$ cat config.mk
export PLATFORM = sky130hd
export DESIGN_NAME = organ_top
export DESIGN_NICKNAME = d
export VERILOG_FILES = /design/src/organ_pkg.sv /design/src/note_if.sv /design/src/organ_top.sv /design/src/led_sweeper.sv /design/src/tone_generator.sv /design/src/note_decoder.sv
export SDC_FILE = /design/constraint.sdc
export NUM_CORES = 1
export LEC_CHECK = 0
export ABC_AREA = 1
export BUFFER_PORTS_ARGS = -buffer_cell sky130_fd_sc_hd__buf_2
export CAP_MARGIN = 20
export CORE_MARGIN = 5
export CORE_UTILIZATION = 38
export CTS_BUF_LIST = sky130_fd_sc_hd__clkbuf_4 sky130_fd_sc_hd__clkbuf_8 sky130_fd_sc_hd__clkbuf_16
export CTS_CLUSTER_DIAMETER = 200
export DETAILED_ROUTE_END_ITERATION = 6
export PLACE_DENSITY = 0.65
export SLEW_MARGIN = 20
export SYNTH_ARGS = -nofsm -noshare
export SYNTH_HDL_FRONTEND = slang
export SYNTH_SLANG_ARGS = --single-unit
$ cat constraint.sdc
create_clock -name clock -period 3.6 [get_ports clock]
set_input_delay 0.72 -clock clock [delete_from_list [all_inputs] [get_ports clock]]
set_output_delay 0.72 -clock clock [all_outputs]
set_load 0.02 [all_outputs]
$ cat src/organ_pkg.sv
package organ_pkg;

  // ============================================================
  // Clock and note set
  // ============================================================

  localparam int unsigned CLOCK_HZ = 32'd50_000_000;
  localparam int unsigned NOTE_COUNT = 8;

  // Index 0 is DO, index 7 is DO2
  typedef logic [2:0] note_sel_t;

  typedef logic [15:0] half_period_t;
  typedef logic [15:0] bcd_freq_t;
  typedef logic [23:0] note_name_t;
  typedef logic signed [7:0] audio_sample_t;

  // C-major scale in Hz
  localparam logic [31:0] NOTE_HZ [NOTE_COUNT] = '{
    32'd523, 32'd587, 32'd659, 32'd698,
    32'd783, 32'd880, 32'd987, 32'd1046
  };

  // Same frequencies as four BCD digits for the display
  localparam bcd_freq_t NOTE_BCD [NOTE_COUNT] = '{
    16'h0523, 16'h0587, 16'h0659, 16'h0698,
    16'h0783, 16'h0880, 16'h0987, 16'h1046
  };

  // Clock cycles per tone level, truncated
  localparam half_period_t HALF_PERIOD [NOTE_COUNT] = '{
    half_period_t'(CLOCK_HZ / (2 * NOTE_HZ[0])),
    half_period_t'(CLOCK_HZ / (2 * NOTE_HZ[1])),
    half_period_t'(CLOCK_HZ / (2 * NOTE_HZ[2])),
    half_period_t'(CLOCK_HZ / (2 * NOTE_HZ[3])),
    half_period_t'(CLOCK_HZ / (2 * NOTE_HZ[4])),
    half_period_t'(CLOCK_HZ / (2 * NOTE_HZ[5])),
    half_period_t'(CLOCK_HZ / (2 * NOTE_HZ[6])),
    half_period_t'(CLOCK_HZ / (2 * NOTE_HZ[7]))
  };

  // ============================================================
  // ASCII characters for the note names
  // ============================================================

  localparam logic [7:0] CHAR_SPACE = 8'h20;
  localparam logic [7:0] CHAR_2 = 8'h32;
  localparam logic [7:0] CHAR_A = 8'h41;
  localparam logic [7:0] CHAR_D = 8'h44;
  localparam logic [7:0] CHAR_E = 8'h45;
  localparam logic [7:0] CHAR_F = 8'h46;
  localparam logic [7:0] CHAR_I = 8'h49;
  localparam logic [7:0] CHAR_L = 8'h4C;
  localparam logic [7:0] CHAR_M = 8'h4D;
  localparam logic [7:0] CHAR_O = 8'h4F;
  localparam logic [7:0] CHAR_R = 8'h52;
  localparam logic [7:0] CHAR_S = 8'h53;
  localparam logic [7:0] CHAR_T = 8'h54;

  // Three characters per name, first character in the top byte
  localparam note_name_t NOTE_NAME [NOTE_COUNT] = '{
    {CHAR_D, CHAR_O, CHAR_SPACE},
    {CHAR_R, CHAR_E, CHAR_SPACE},
    {CHAR_M, CHAR_E, CHAR_SPACE},
    {CHAR_F, CHAR_A, CHAR_SPACE},
    {CHAR_S, CHAR_O, CHAR_SPACE},
    {CHAR_L, CHAR_A, CHAR_SPACE},
    {CHAR_T, CHAR_I, CHAR_SPACE},
    {CHAR_D, CHAR_O, CHAR_2}
  };

  // ============================================================
  // Audio and LEDs
  // ============================================================

  // Signed square wave levels
  localparam audio_sample_t SAMPLE_HIGH = 8'sh0F;
  localparam audio_sample_t SAMPLE_LOW = 8'sh80;

  localparam int unsigned LED_COUNT = 8;
  typedef logic [LED_COUNT-1:0] led_t;

  // One sweep step per second
  localparam int unsigned DEFAULT_LED_TICK_CYCLES = CLOCK_HZ;

endpackage
$ cat src/note_if.sv
interface note_if
  import organ_pkg::*;
();

  // Looked-up values for the selected note
  half_period_t half_period;
  bcd_freq_t freq_bcd;
  note_name_t note_name;

  // One-cycle pulse when the selection moves
  logic note_changed;

  modport decoder (
    output half_period,
    output freq_bcd,
    output note_name,
    output note_changed
  );

  modport player (
    input half_period,
    input freq_bcd,
    input note_name,
    input note_changed
  );

endinterface

$ cat src/organ_top.sv
module organ_top
  import organ_pkg::*;
#(
  parameter int unsigned led_tick_cycles = DEFAULT_LED_TICK_CYCLES
)
(
  input logic clock,
  input logic reset,
  input note_sel_t note_sel,
  input logic tone_enable,
  output logic tone,
  output audio_sample_t audio_sample,
  output note_name_t note_name,
  output bcd_freq_t freq_bcd,
  output led_t led
);

  note_if note_bus ();

  // ============================================================
  // Note path
  // ============================================================

  note_decoder i_decoder (
    .clock (clock),
    .reset (reset),
    .note_sel (note_sel),
    .note (note_bus.decoder)
  );

  tone_generator i_tone (
    .clock (clock),
    .reset (reset),
    .tone_enable (tone_enable),
    .note (note_bus.player),
    .tone (tone),
    .audio_sample (audio_sample)
  );

  // Display values straight from the decoder
  assign note_name = note_bus.note_name;
  assign freq_bcd = note_bus.freq_bcd;

  // LEDs run on their own
  led_sweeper #(
    .tick_cycles (led_tick_cycles)
  ) i_leds (
    .clock (clock),
    .reset (reset),
    .led (led)
  );

endmodule

$ cat src/led_sweeper.sv
module led_sweeper
  import organ_pkg::*;
#(
  parameter int unsigned tick_cycles = DEFAULT_LED_TICK_CYCLES
)
(
  input logic clock,
  input logic reset,
  output led_t led
);

  logic [31:0] tick_count;
  logic step;
  logic going_up;

  // Step enable once every tick_cycles clocks
  assign step = (tick_count == 32'(tick_cycles - 1));

  always_ff @(posedge clock)
  begin
    if (reset || step)
      tick_count <= '0;
    else
      tick_count <= tick_count + 32'd1;
  end

  // ============================================================
  // Bouncing one-hot pattern
  // ============================================================

  always_ff @(posedge clock)
  begin
    if (reset)
    begin
      led <= led_t'(1);
      going_up <= 1'b1;
    end
    else if (step)
    begin
      if (led[LED_COUNT-1])
      begin
        // Top end, turn around
        led <= led >> 1;
        going_up <= 1'b0;
      end
      else if (led[0])
      begin
        led <= led << 1;
        going_up <= 1'b1;
      end
      else if (going_up)
        led <= led << 1;
      else
        led <= led >> 1;
    end
  end

  assert property (@(posedge clock) disable iff (reset) $onehot(led))
    else $error("led %h not one-hot", led);

endmodule

$ cat src/tone_generator.sv
module tone_generator
  import organ_pkg::*;
(
  input logic clock,
  input logic reset,
  input logic tone_enable,
  note_if.player note,
  output logic tone,
  output audio_sample_t audio_sample
);

  half_period_t count;
  half_period_t count_next;
  logic tone_next;

  // Half-period counter restarts on every new note
  always_comb
  begin
    if (note.note_changed)
    begin
      count_next = '0;
      tone_next = 1'b0;
    end
    else if (count >= note.half_period - half_period_t'(1))
    begin
      count_next = '0;
      tone_next = ~tone;
    end
    else
    begin
      count_next = count + half_period_t'(1);
      tone_next = tone;
    end
  end

  // Sample follows the next tone level so both change on the same edge
  always_ff @(posedge clock)
  begin
    if (reset)
    begin
      count <= '0;
      tone <= 1'b0;
      audio_sample <= SAMPLE_LOW;
    end
    else
    begin
      count <= count_next;
      tone <= tone_next;
      // Enable gates only the sample and not the counter
      audio_sample <= (tone_next && tone_enable) ? SAMPLE_HIGH : SAMPLE_LOW;
    end
  end

  // Only two levels and the high one only while the tone is high
  assert property (@(posedge clock) disable iff (reset)
    (audio_sample == SAMPLE_HIGH && tone) || audio_sample == SAMPLE_LOW)
    else $error("audio_sample %h out of range", audio_sample);

endmodule

$ cat src/note_decoder.sv
module note_decoder
  import organ_pkg::*;
(
  input logic clock,
  input logic reset,
  input note_sel_t note_sel,
  note_if.decoder note
);

  note_sel_t sel_q;
  logic changed_q;

  // ============================================================
  // Select register and change detect
  // ============================================================

  always_ff @(posedge clock)
  begin
    if (reset)
    begin
      sel_q <= '0;
      changed_q <= 1'b0;
    end
    else
    begin
      sel_q <= note_sel;
      // Compare against the value held so far
      changed_q <= (note_sel != sel_q);
    end
  end

  // ============================================================
  // Table lookup on the registered index
  // ============================================================

  always_comb
  begin
    note.half_period = HALF_PERIOD[sel_q];
    note.freq_bcd = NOTE_BCD[sel_q];
    note.note_name = NOTE_NAME[sel_q];
    note.note_changed = changed_q;
  end

  // Switches are slow, so a change pulse never repeats back to back
  assert property (@(posedge clock) disable iff (reset)
    note.note_changed |=> !note.note_changed)
    else $error("note_changed held for two cycles");

endmodule

==> reports/qor.txt, run 1 <==
Result of the run = finished clean
Iteration count of the initial detailed-routing pass = 5
Share of synthesized cell area in full adder, half adder and majority cells = 7.95%
PortBufs = 42
CTS Buffer Depth = 2
Resized cells post-CTS = 0
Filler Cells Inserted = 1092
Share of post-route cells with drive strength above 1 = 12.1%
Largest family of logic cells by synthesized area = simple AND/OR/NAND/NOR gates
Area of the mapped netlist = 0.00409 sq mm
Part of the Yosys area used for sequential elements = 31.3%
Post-route DRC = 0
Primary FF master, synth = dfxtp_1
Leakage power figure = 0.00188 uW
Worst Path Arrival = 3.38 ns
Fraction of the mapped netlist area in compound gates = 7.79%
XOR/XNOR Fraction of Synth Area = 5.13%
Critical Path Sink Type = flop
Antenna violations before repair = 0
I/O pins = 63
Worst Max-Slew Pin Slew = 0.550 ns
Count of nets left with antenna violations after detail routing = 0
Die outline width = 114 um
Total number of nets in the final design = 681
Synthesized area per cell = 6.72 sq um
Flip-flop and latch count after synthesis = 64
Violation count after the first detailed-route iteration = 230
Die outline height = 114 um
Number of slew-limit violations in the final report = 0
Row count = 37
Type of the most critical hold path = flop to flop
Max-Cap Viols = 0
Post-place setup slack = 0.429 ns
Count of endpoints failing setup in the final report = 0
Power density over the cells = 359 mW/mm^2
Headroom to the max-slew limit = 63.1%
First-pass GRT wire length = 15.8 mm
Clock buffers created by TritonCTS = 9
RSZ-0062 raised after global routing = false
Antenna diode instance count = 0
Die area = 0.0129 sq mm
Share of the cycle needed by the critical path after routing = 86.4%
Latest clock arrival within the worst-skew pair = 0.34 ns
Count of cell types in the netlist = 35
HPWL after DPL = 7.44 mm
Post-layout min period = 3.11 ns
Total of hold buffers inserted after clock tree synthesis = 0
Routed vias/inst = 4.80
Count of final hold-check violations = 0
Multi-input gate area = 0.00232 sq mm
Clock input transition at the sequential cells of the worst setup and hold paths = 0.07 ns
CTS root buf = clkbuf_8
Remaining Overflow, GRT = 0
Fin Setup TNS = 0 ns
Total wirelength of the detailed-routed design = 9.35 mm
Max Fclk = 322 MHz
Sink Count = 64
Critical setup path kind = flop to flop
Maximum fanout along the worst path = 16
Number of instances in the synthesized netlist = 609
Number of H-tree branching levels = 3
Worst setup margin = 0.490 ns
Global-route usage over all layers = 14.5%
P&R area growth vs syn = 11.3%
Sequential cell area = 0.00128 sq mm
Reg-to-reg slack, setup = 0.49 ns
Area of the placeable core = 0.0104 sq mm
Fraction of the mapped netlist area in simple logic gates = 33.7%
Number of flops mapped to enable cells by yosys = 0
Critical Path RT = 3.87 ns
Peak supply drop = 0.000235 V
Pin count of the biggest net entering global routing = 33
Overall power consumption = 1630 uW
Vias in the first global route = 3547
Starting utilization of the core area = 39.3%
Post-CTS setup buffers = 0
Post-detailed-route wirelength per cell = 11.8 um
Share of synthesized area spent on multiplexers = 0.275%
Clock skew after layout = 0.00767 ns
Proportion of register bits with asynchronous set or reset after synthesis = 0%
CTS tree = built
Startpoint types = flop
Syn. warnings = 0
Final RePlAce weighted congestion = 0.962
Routed vias = 3791
[metrics by stage]
stage	instances	hold slack [ns]	util (%)	cell area, sq um
after global placement	774	0.428	41.4	4310
after CTS	790	0.457	43.7	4560
final	790	0.455	43.8	4560
after global routing	790	0.478	43.8	4560
after detailed placement	774	0.438	41.4	4310
after floorplan	627	0.417	-	4160
[kinds of logic (layout without fill, tap and decap cells)]
kind of cell             count (synthesis)  count (layout)
AO/OA/AOI/OAI                           62              62
flip-flops                              64              64
multiplexers                             1               1
other                                    2              20
AND/OR/NAND/NOR                        313             313
buffers and inverters                  117             144
XOR/XNOR                                24              24
adder cells (fa/ha/maj)                 26              26
[flip-flops by register name (all words and copies together), names as in the netlist]
signal,cells
i_tone.audio_sample,2
i_leds.led,8
i_tone.tone,1
i_decoder.sel_q,3
i_leds.tick_count,32
i_decoder.note.note_changed,1
i_leds.going_up,1
i_tone.count,16
[cells in the final DEF (no fill, tap or decap), drive strengths merged]
cell type    n
inv         84
nand2      139
mux2         1
ha          26
dfxtp       64
a21oi       34
o21ai       25
bufinv       3
a41oi        1
nor2        95
o21bai       1
clkinv       3
buf         44
nand2b       2
clkbuf       9
nand4       23
xnor2        6
conb        20
nor3        19
clkinvlp     1
or2          3
nor4         2
xor2        18
nor3b        1
nand3b       1
o31ai        1
nand3       28
[path summary, 6_finish.rpt]
| path | from | endpoint | cells past startpoint |
|---|---|---|---|
| worst max-delay path | i_decoder.sel_q[0] | i_tone.count[13] | 19 |
| worst min-delay path | i_leds.tick_count[0] | i_leds.tick_count[0] | 1 |
| worst max register to register | i_decoder.sel_q[0] | i_tone.count[13] | 19 |
| worst min register to register | i_leds.tick_count[0] | i_leds.tick_count[0] | 1 |
[where the power goes]
part / switching (uW) / internal, uW
Sequential: 7.79 / 715
Clock: 289 / 461
Combinational: 115 / 47.8
Total: 412 / 1220
[layout make-up]
| class | instances | share of cell area (%) |
|---|---|---|
| clock buffers | 9 | 2.72 |
| clock inverters | 7 | 2.64 |
| inverters | 84 | 6.92 |
| multi-input cells | 446 | 50.9 |
| flip-flops and latches | 64 | 28.1 |
| well taps | 136 | 3.73 |
| repair buffers | 44 | 4.94 |
[worst max-delay path, cell delays in order (launching register included)]
cell and delay, ns:
dfxtp_1 0.50, inv_1 0.15, ha_1 0.36, nand2_1 0.09, inv_1 0.06, nor2_2 0.18
ha_1 0.23, nand3_1 0.11, xnor2_1 0.18, ha_1 0.27, nand2_1 0.07, inv_1 0.05
nand2_1 0.08, nor2_1 0.05, nor2_1 0.08, nand2_1 0.05, nand2_1 0.10, nand4_1 0.09
buf_4 0.20, nor3_1 0.13
[Yosys cell counts (17+ instances only)]
library cell	n	share of area, %
xor2_1	18	3.9
inv_1	83	7.6
buf_4	26	4.8
o21ai_0	24	2.9
nor2_1	88	8.1
nand3_1	27	3.3
ha_1	26	7.9
nand4_1	23	3.5
nor3_1	17	2.1
dfxtp_1	64	31
nand2_1	135	12
a21oi_1	34	4.2
[layer usage]
metal	track usage, %	share of wire, %
met3	3.87	5.6
met5	0	0
met4	4.20	1.7
met1	17.9	45
met2	25.0	48
Note: power is estimated with default switching activity, not from simulation.
==> inputs of run 2 (changes only) <==
PLACE_DENSITY = 0.64   (was 0.65)
==> reports/qor.txt, run 2 (same netlist as run 1, synthesis figures left out) <==
Result of the run = finished clean
Origin of the critical flop-to-flop path = i_decoder.sel_q[0]
Violation count after the first detailed-route iteration = 214
Filler Cells Inserted = 1105
Count of final hold-check violations = 0
Total of hold buffers inserted after clock tree synthesis = 0
Final RePlAce weighted congestion = 0.876
Most frequent cells in the layout = nand2_1, nor2_1, inv_1, dfxtp_1, buf_2
Registers with the most flip-flops = i_leds.tick_count: 32 flops, i_tone.count: 16 flops, i_leds.led: 8 flops
Total wirelength of the detailed-routed design = 9.09 mm
Iteration count of the initial detailed-routing pass = 4
Post-place setup slack = 0.470 ns
Maximum fanout along the worst path = 16
Number of flip-flops in the largest register = 32
Count of endpoints failing setup in the final report = 0
HPWL after DPL = 7.21 mm
Total number of nets in the final design = 681
Register with the most flip-flops = i_leds.tick_count
Global-route usage over all layers = 14.4%
Placed Cells incl. Taps = 774
Startpoint types = flop
Resized cells post-CTS = 0
Source of the worst hold timing path = i_leds.tick_count[0]
Clock skew after layout = 0.0120 ns
Critical Path RT = 3.88 ns
Post-CTS setup buffers = 0
Die outline height = 114 um
CTS root buf = clkbuf_8
Remaining Overflow, GRT = 0
Count of nets left with antenna violations after detail routing = 0
Antenna diode instance count = 0
Number of H-tree branching levels = 3
Routed vias/inst = 4.73
Die outline width = 114 um
Critical Path Sink Type = flop
Clock input transition at the sequential cells of the worst setup and hold paths = 0.08 ns
P&R area growth vs syn = 10.8%
Post-layout min period = 3.14 ns
First-pass GRT wire length = 15.5 mm
Clock buffers created by TritonCTS = 9
Headroom to the max-slew limit = 62.6%
Post-route DRC = 0
Crit. Startpoint = i_decoder.sel_q[0]
Type of the most critical hold path = flop to flop
I/O pins = 63
Share of the cycle needed by the critical path after routing = 87.4%
Worst Path Arrival = 3.42 ns
PortBufs = 42
Peak supply drop = 0.000247 V
Filler-free cell count of the finished design = 790
Number of slew-limit violations in the final report = 0
Vias in the first global route = 3436
Worst setup margin = 0.455 ns
RSZ-0062 raised after global routing = false
Max-Cap Viols = 0
Die area = 0.0129 sq mm
Critical setup path kind = flop to flop
Starting utilization of the core area = 39.3%
Power density over the cells = 351 mW/mm^2
Antenna violations before repair = 0
Area of the placeable core = 0.0104 sq mm
Most common cell after layout, fill and taps aside = nand2_1
Share of post-route cells with drive strength above 1 = 11.9%
Row count = 37
Worst hold margin = 0.458 ns
Worst Max-Slew Pin Slew = 0.557 ns
Fin Setup TNS = 0 ns
Latest clock arrival within the worst-skew pair = 0.35 ns
Post-detailed-route wirelength per cell = 11.5 um
CTS tree = built
Routed vias = 3739
Leakage power figure = 0.00187 uW
Pin count of the biggest net entering global routing = 33
CTS Buffer Depth = 2
Sink Count = 64
Max Fclk = 318 MHz
[run 2: power breakdown]
part           switching, uW  internal (uW)
Clock                    311            397
Sequential              7.99            714
Combinational            113           47.5
[run 2: worst paths after layout]
| path | cells after the start | end | slack [ns] |
|---|---|---|---|
| worst max-delay path | 19 | i_tone.count[13] | 0.46 |
| worst max register to register | 19 | i_tone.count[13] | 0.46 |
| worst min-delay path | 1 | i_leds.tick_count[0] | 0.46 |
| worst min register to register | 1 | i_leds.tick_count[0] | 0.46 |
[run 2: worst max-delay path, cell delays in order (launching register included)]
cell and delay [ns]:
dfxtp_1 0.49, inv_1 0.15, ha_1 0.36, nand2_1 0.09
inv_1 0.06, nor2_1 0.25, ha_1 0.25, nand3_1 0.10
xnor2_1 0.14, ha_1 0.29, nand2_1 0.07, inv_1 0.05
nand2_1 0.07, nor2_1 0.05, nor2_1 0.08, nand2_1 0.06
nand2_1 0.10, nand4_1 0.09, buf_4 0.20, nor3_1 0.13
[run 2: final cells by class]
| cell class | count | area, sq um | area share [%] |
|---|---|---|---|
| Multi-Input combinational cell | 446 | 2320 | 51.1 |
| Timing Repair Buffer | 44 | 225 | 4.96 |
| Inverter | 84 | 315 | 6.95 |
| Sequential cell | 64 | 1280 | 28.2 |
| Tap cell | 136 | 170 | 3.75 |
| Clock buffer | 9 | 124 | 2.73 |
| Clock inverter | 7 | 103 | 2.26 |
[run 2: layer usage]
metal  vias to the layer above  part of all wire (%)  track usage, %
li1                       1986                     -               -
met1                      1659                    46            17.6
met2                        81                    47            24.7
met3                        13                   5.3            3.13
met4                         0                   1.7            5.23
met5                         -                     0               0
[run 2: through the flow]
step	total power (uW)	util, %	cell area (sq um)
after floorplan	878	-	4160
after global placement	897	41.4	4310
after detailed placement	901	41.4	4310
after CTS	1610	43.6	4540
after global routing	1670	43.6	4540
final	1590	43.6	4540
==> inputs of run 3 (changes only) <==
PLACE_DENSITY = default   (was 0.64)
==> reports/qor.txt, run 3 (same netlist as run 1, synthesis figures left out) <==
Sequential fraction of design power = 43.4%
Violation count after the first detailed-route iteration = 256
Antenna diode instance count = 0
Type of the most critical hold path = flop to flop
Die outline width = 114 um
Worst Path Arrival = 3.33 ns
Leakage power figure = 0.00189 uW
Source of the worst hold timing path = i_leds.tick_count[0]
Iteration count of the initial detailed-routing pass = 6
PortBufs = 42
Die area = 0.0129 sq mm
Psw = 434 uW
Sequential cell area = 0.00128 sq mm
Critical Path Sink Type = flop
Share of post-route cells with drive strength above 1 = 12.2%
Register with the most flip-flops = i_leds.tick_count
Worst Max-Slew Pin Slew = 0.569 ns
Registers with the most flip-flops = i_leds.tick_count: 32 flops, i_tone.count: 16 flops, i_leds.led: 8 flops
CTS Buffer Depth = 2
Most frequent cells in the layout = nand2_1, nor2_1, inv_1, dfxtp_1, buf_2
Vias in the first global route = 3542
I/O pins = 63
HPWL after DPL = 7.47 mm
Max Fclk = 326 MHz
Routed vias/inst = 4.78
Sink Count = 64
Post-layout min period = 3.07 ns
Most common cell after layout, fill and taps aside = nand2_1
Capturing point of the worst reg2reg path = i_tone.count[13]
Starting utilization of the core area = 39.3%
Critical Path RT = 3.86 ns
Sw Ratio = 26.1%
Routed vias = 3775
Power density over the cells = 365 mW/mm^2
Reg-to-reg slack, setup = 0.53 ns
Die outline height = 114 um
Clock input transition at the sequential cells of the worst setup and hold paths = 0.08 ns
Clock group share of total power = 46.8%
Pin count of the biggest net entering global routing = 33
Share of the cycle needed by the critical path after routing = 85.2%
Number of flip-flops in the largest register = 32
P&R area growth vs syn = 11.5%
Count of nets left with antenna violations after detail routing = 0
Cell internal power dissipation = 1230 uW
Global-route usage over all layers = 15.1%
CTS root buf = clkbuf_8
Total number of nets in the final design = 681
Hold Path Stages = 1
RSZ-0062 raised after global routing = false
Filler Cells Inserted = 1071
Post-route DRC = 0
Placed Instance Area = 0.00431 sq mm
Fin Setup TNS = 0 ns
Antenna violations before repair = 0
First-pass GRT wire length = 16.2 mm
Final RePlAce weighted congestion = 0.899
Area of the placeable core = 0.0104 sq mm
Total of hold buffers inserted after clock tree synthesis = 0
CTS tree = built
Row count = 37
R2R depth = 19
Number of slew-limit violations in the final report = 0
Endpoint, Worst Hold = i_leds.tick_count[0]
Final design area excluding fillers = 0.00456 sq mm
Count of endpoints failing setup in the final report = 0
Combinational group share of total power = 9.8%
Max-Cap Viols = 0
Clock skew after layout = 0.0136 ns
Post-detailed-route wirelength per cell = 12.0 um
Count of final hold-check violations = 0
Startpoint types = flop
Result of the run = finished clean
Total wirelength of the detailed-routed design = 9.50 mm
Latest clock arrival within the worst-skew pair = 0.35 ns
Remaining Overflow, GRT = 0
Origin of the critical flop-to-flop path = i_decoder.sel_q[1]
Number of H-tree branching levels = 3
Peak supply drop = 0.000237 V
Critical setup path kind = flop to flop
Maximum fanout along the worst path = 16
Multi-input gate area = 0.00232 sq mm
Clock buffers created by TritonCTS = 9
Headroom to the max-slew limit = 61.8%
==> run 3: changes by cell type in the layout (fill, tap and decap cells not counted) <==
cell,delta
bufinv_16,+1
dfxtp_1,-1
dfxtp_2,+1
nor2_2,+1
clkinvlp_4,-1
nor2_1,-1
inv_6,+1
clkinv_4,-1
==> run 3: worst max path at each step <==
| stage | startpoint | end | slack (ns) | cells past startpoint |
|---|---|---|---|---|
| 2_1_floorplan | i_decoder.sel_q[0] | i_tone.count[10] | 0.62 | 19 |
| 3_3_place_gp | i_decoder.sel_q[0] | i_tone.count[13] | 0.58 | 19 |
| 3_5_place_dp | i_decoder.sel_q[0] | i_tone.count[13] | 0.41 | 19 |
| 4_1_cts | i_decoder.sel_q[0] | i_tone.count[13] | 0.37 | 19 |
| 5_1_grt | i_decoder.sel_q[1] | i_tone.count[13] | 0.06 | 19 |
| 6_report | i_decoder.sel_q[1] | i_tone.count[13] | 0.53 | 19 |
==> run 3: through the flow <==
step / instances / hold WS (ns) / power [uW] / utilization (%) / setup WS, ns
4_1_cts: 790 / 0.461 / 1680 / 43.8 / 0.367
6_report: 790 / 0.460 / 1670 / 43.8 / 0.532
3_3_place_gp: 774 / 0.428 / 899 / 41.4 / 0.578
3_5_place_dp: 774 / 0.440 / 902 / 41.4 / 0.409
2_1_floorplan: 627 / 0.417 / 878 / - / 0.617
5_1_grt: 790 / 0.486 / 1740 / 43.8 / 0.0562
==> run 3: timing repair <==
item,in CTS,in global routing
setup endpoints to repair,0,9
buffers inserted,0,0
resized for setup,0,2
==> run 3: final cells by class <==
class                           instances  share of cell area, %
Multi-Input combinational cell        446                   50.9
Timing Repair Buffer                   44                   4.93
Sequential cell                        64                   28.1
Tap cell                              136                   3.73
Inverter                               84                   6.91
Clock inverter                          7                   2.74
Clock buffer                            9                   2.71
==> run 3: critical path, stage by stage (launching register included) <==
cell and delay [ns]:
dfxtp_1 0.43, inv_1 0.19, ha_1 0.36, nand2_1 0.09
inv_1 0.06, nor2_2 0.18, ha_1 0.22, nand3_1 0.10
xnor2_1 0.17, ha_1 0.27, nand2_1 0.07, inv_1 0.04
nand2_1 0.06, nand2_1 0.05, nor2_1 0.09, nand2_1 0.07
nand2_1 0.09, nand4_1 0.08, buf_4 0.21, nor3_1 0.14
==> run 3: per-layer routing <==
layer / up-vias / share of wire (%) / GRT usage [%]
li1: 1980 / - / -
met1: 1710 / 48 / 19.5
met2: 74 / 46 / 25.2
met3: 11 / 4.9 / 3.18
met4: 0 / 1.1 / 4.51
met5: - / 0 / 0
==> run 3: power by group through the flow <==
stage / clock, uW / sequential (uW) / combinational [uW]
4_1_cts: 793 / 723 / 163
3_5_place_dp: 0 / 740 / 162
6_report: 779 / 723 / 163
2_1_floorplan: 0 / 737 / 142
5_1_grt: 836 / 725 / 183
3_3_place_gp: 0 / 739 / 160
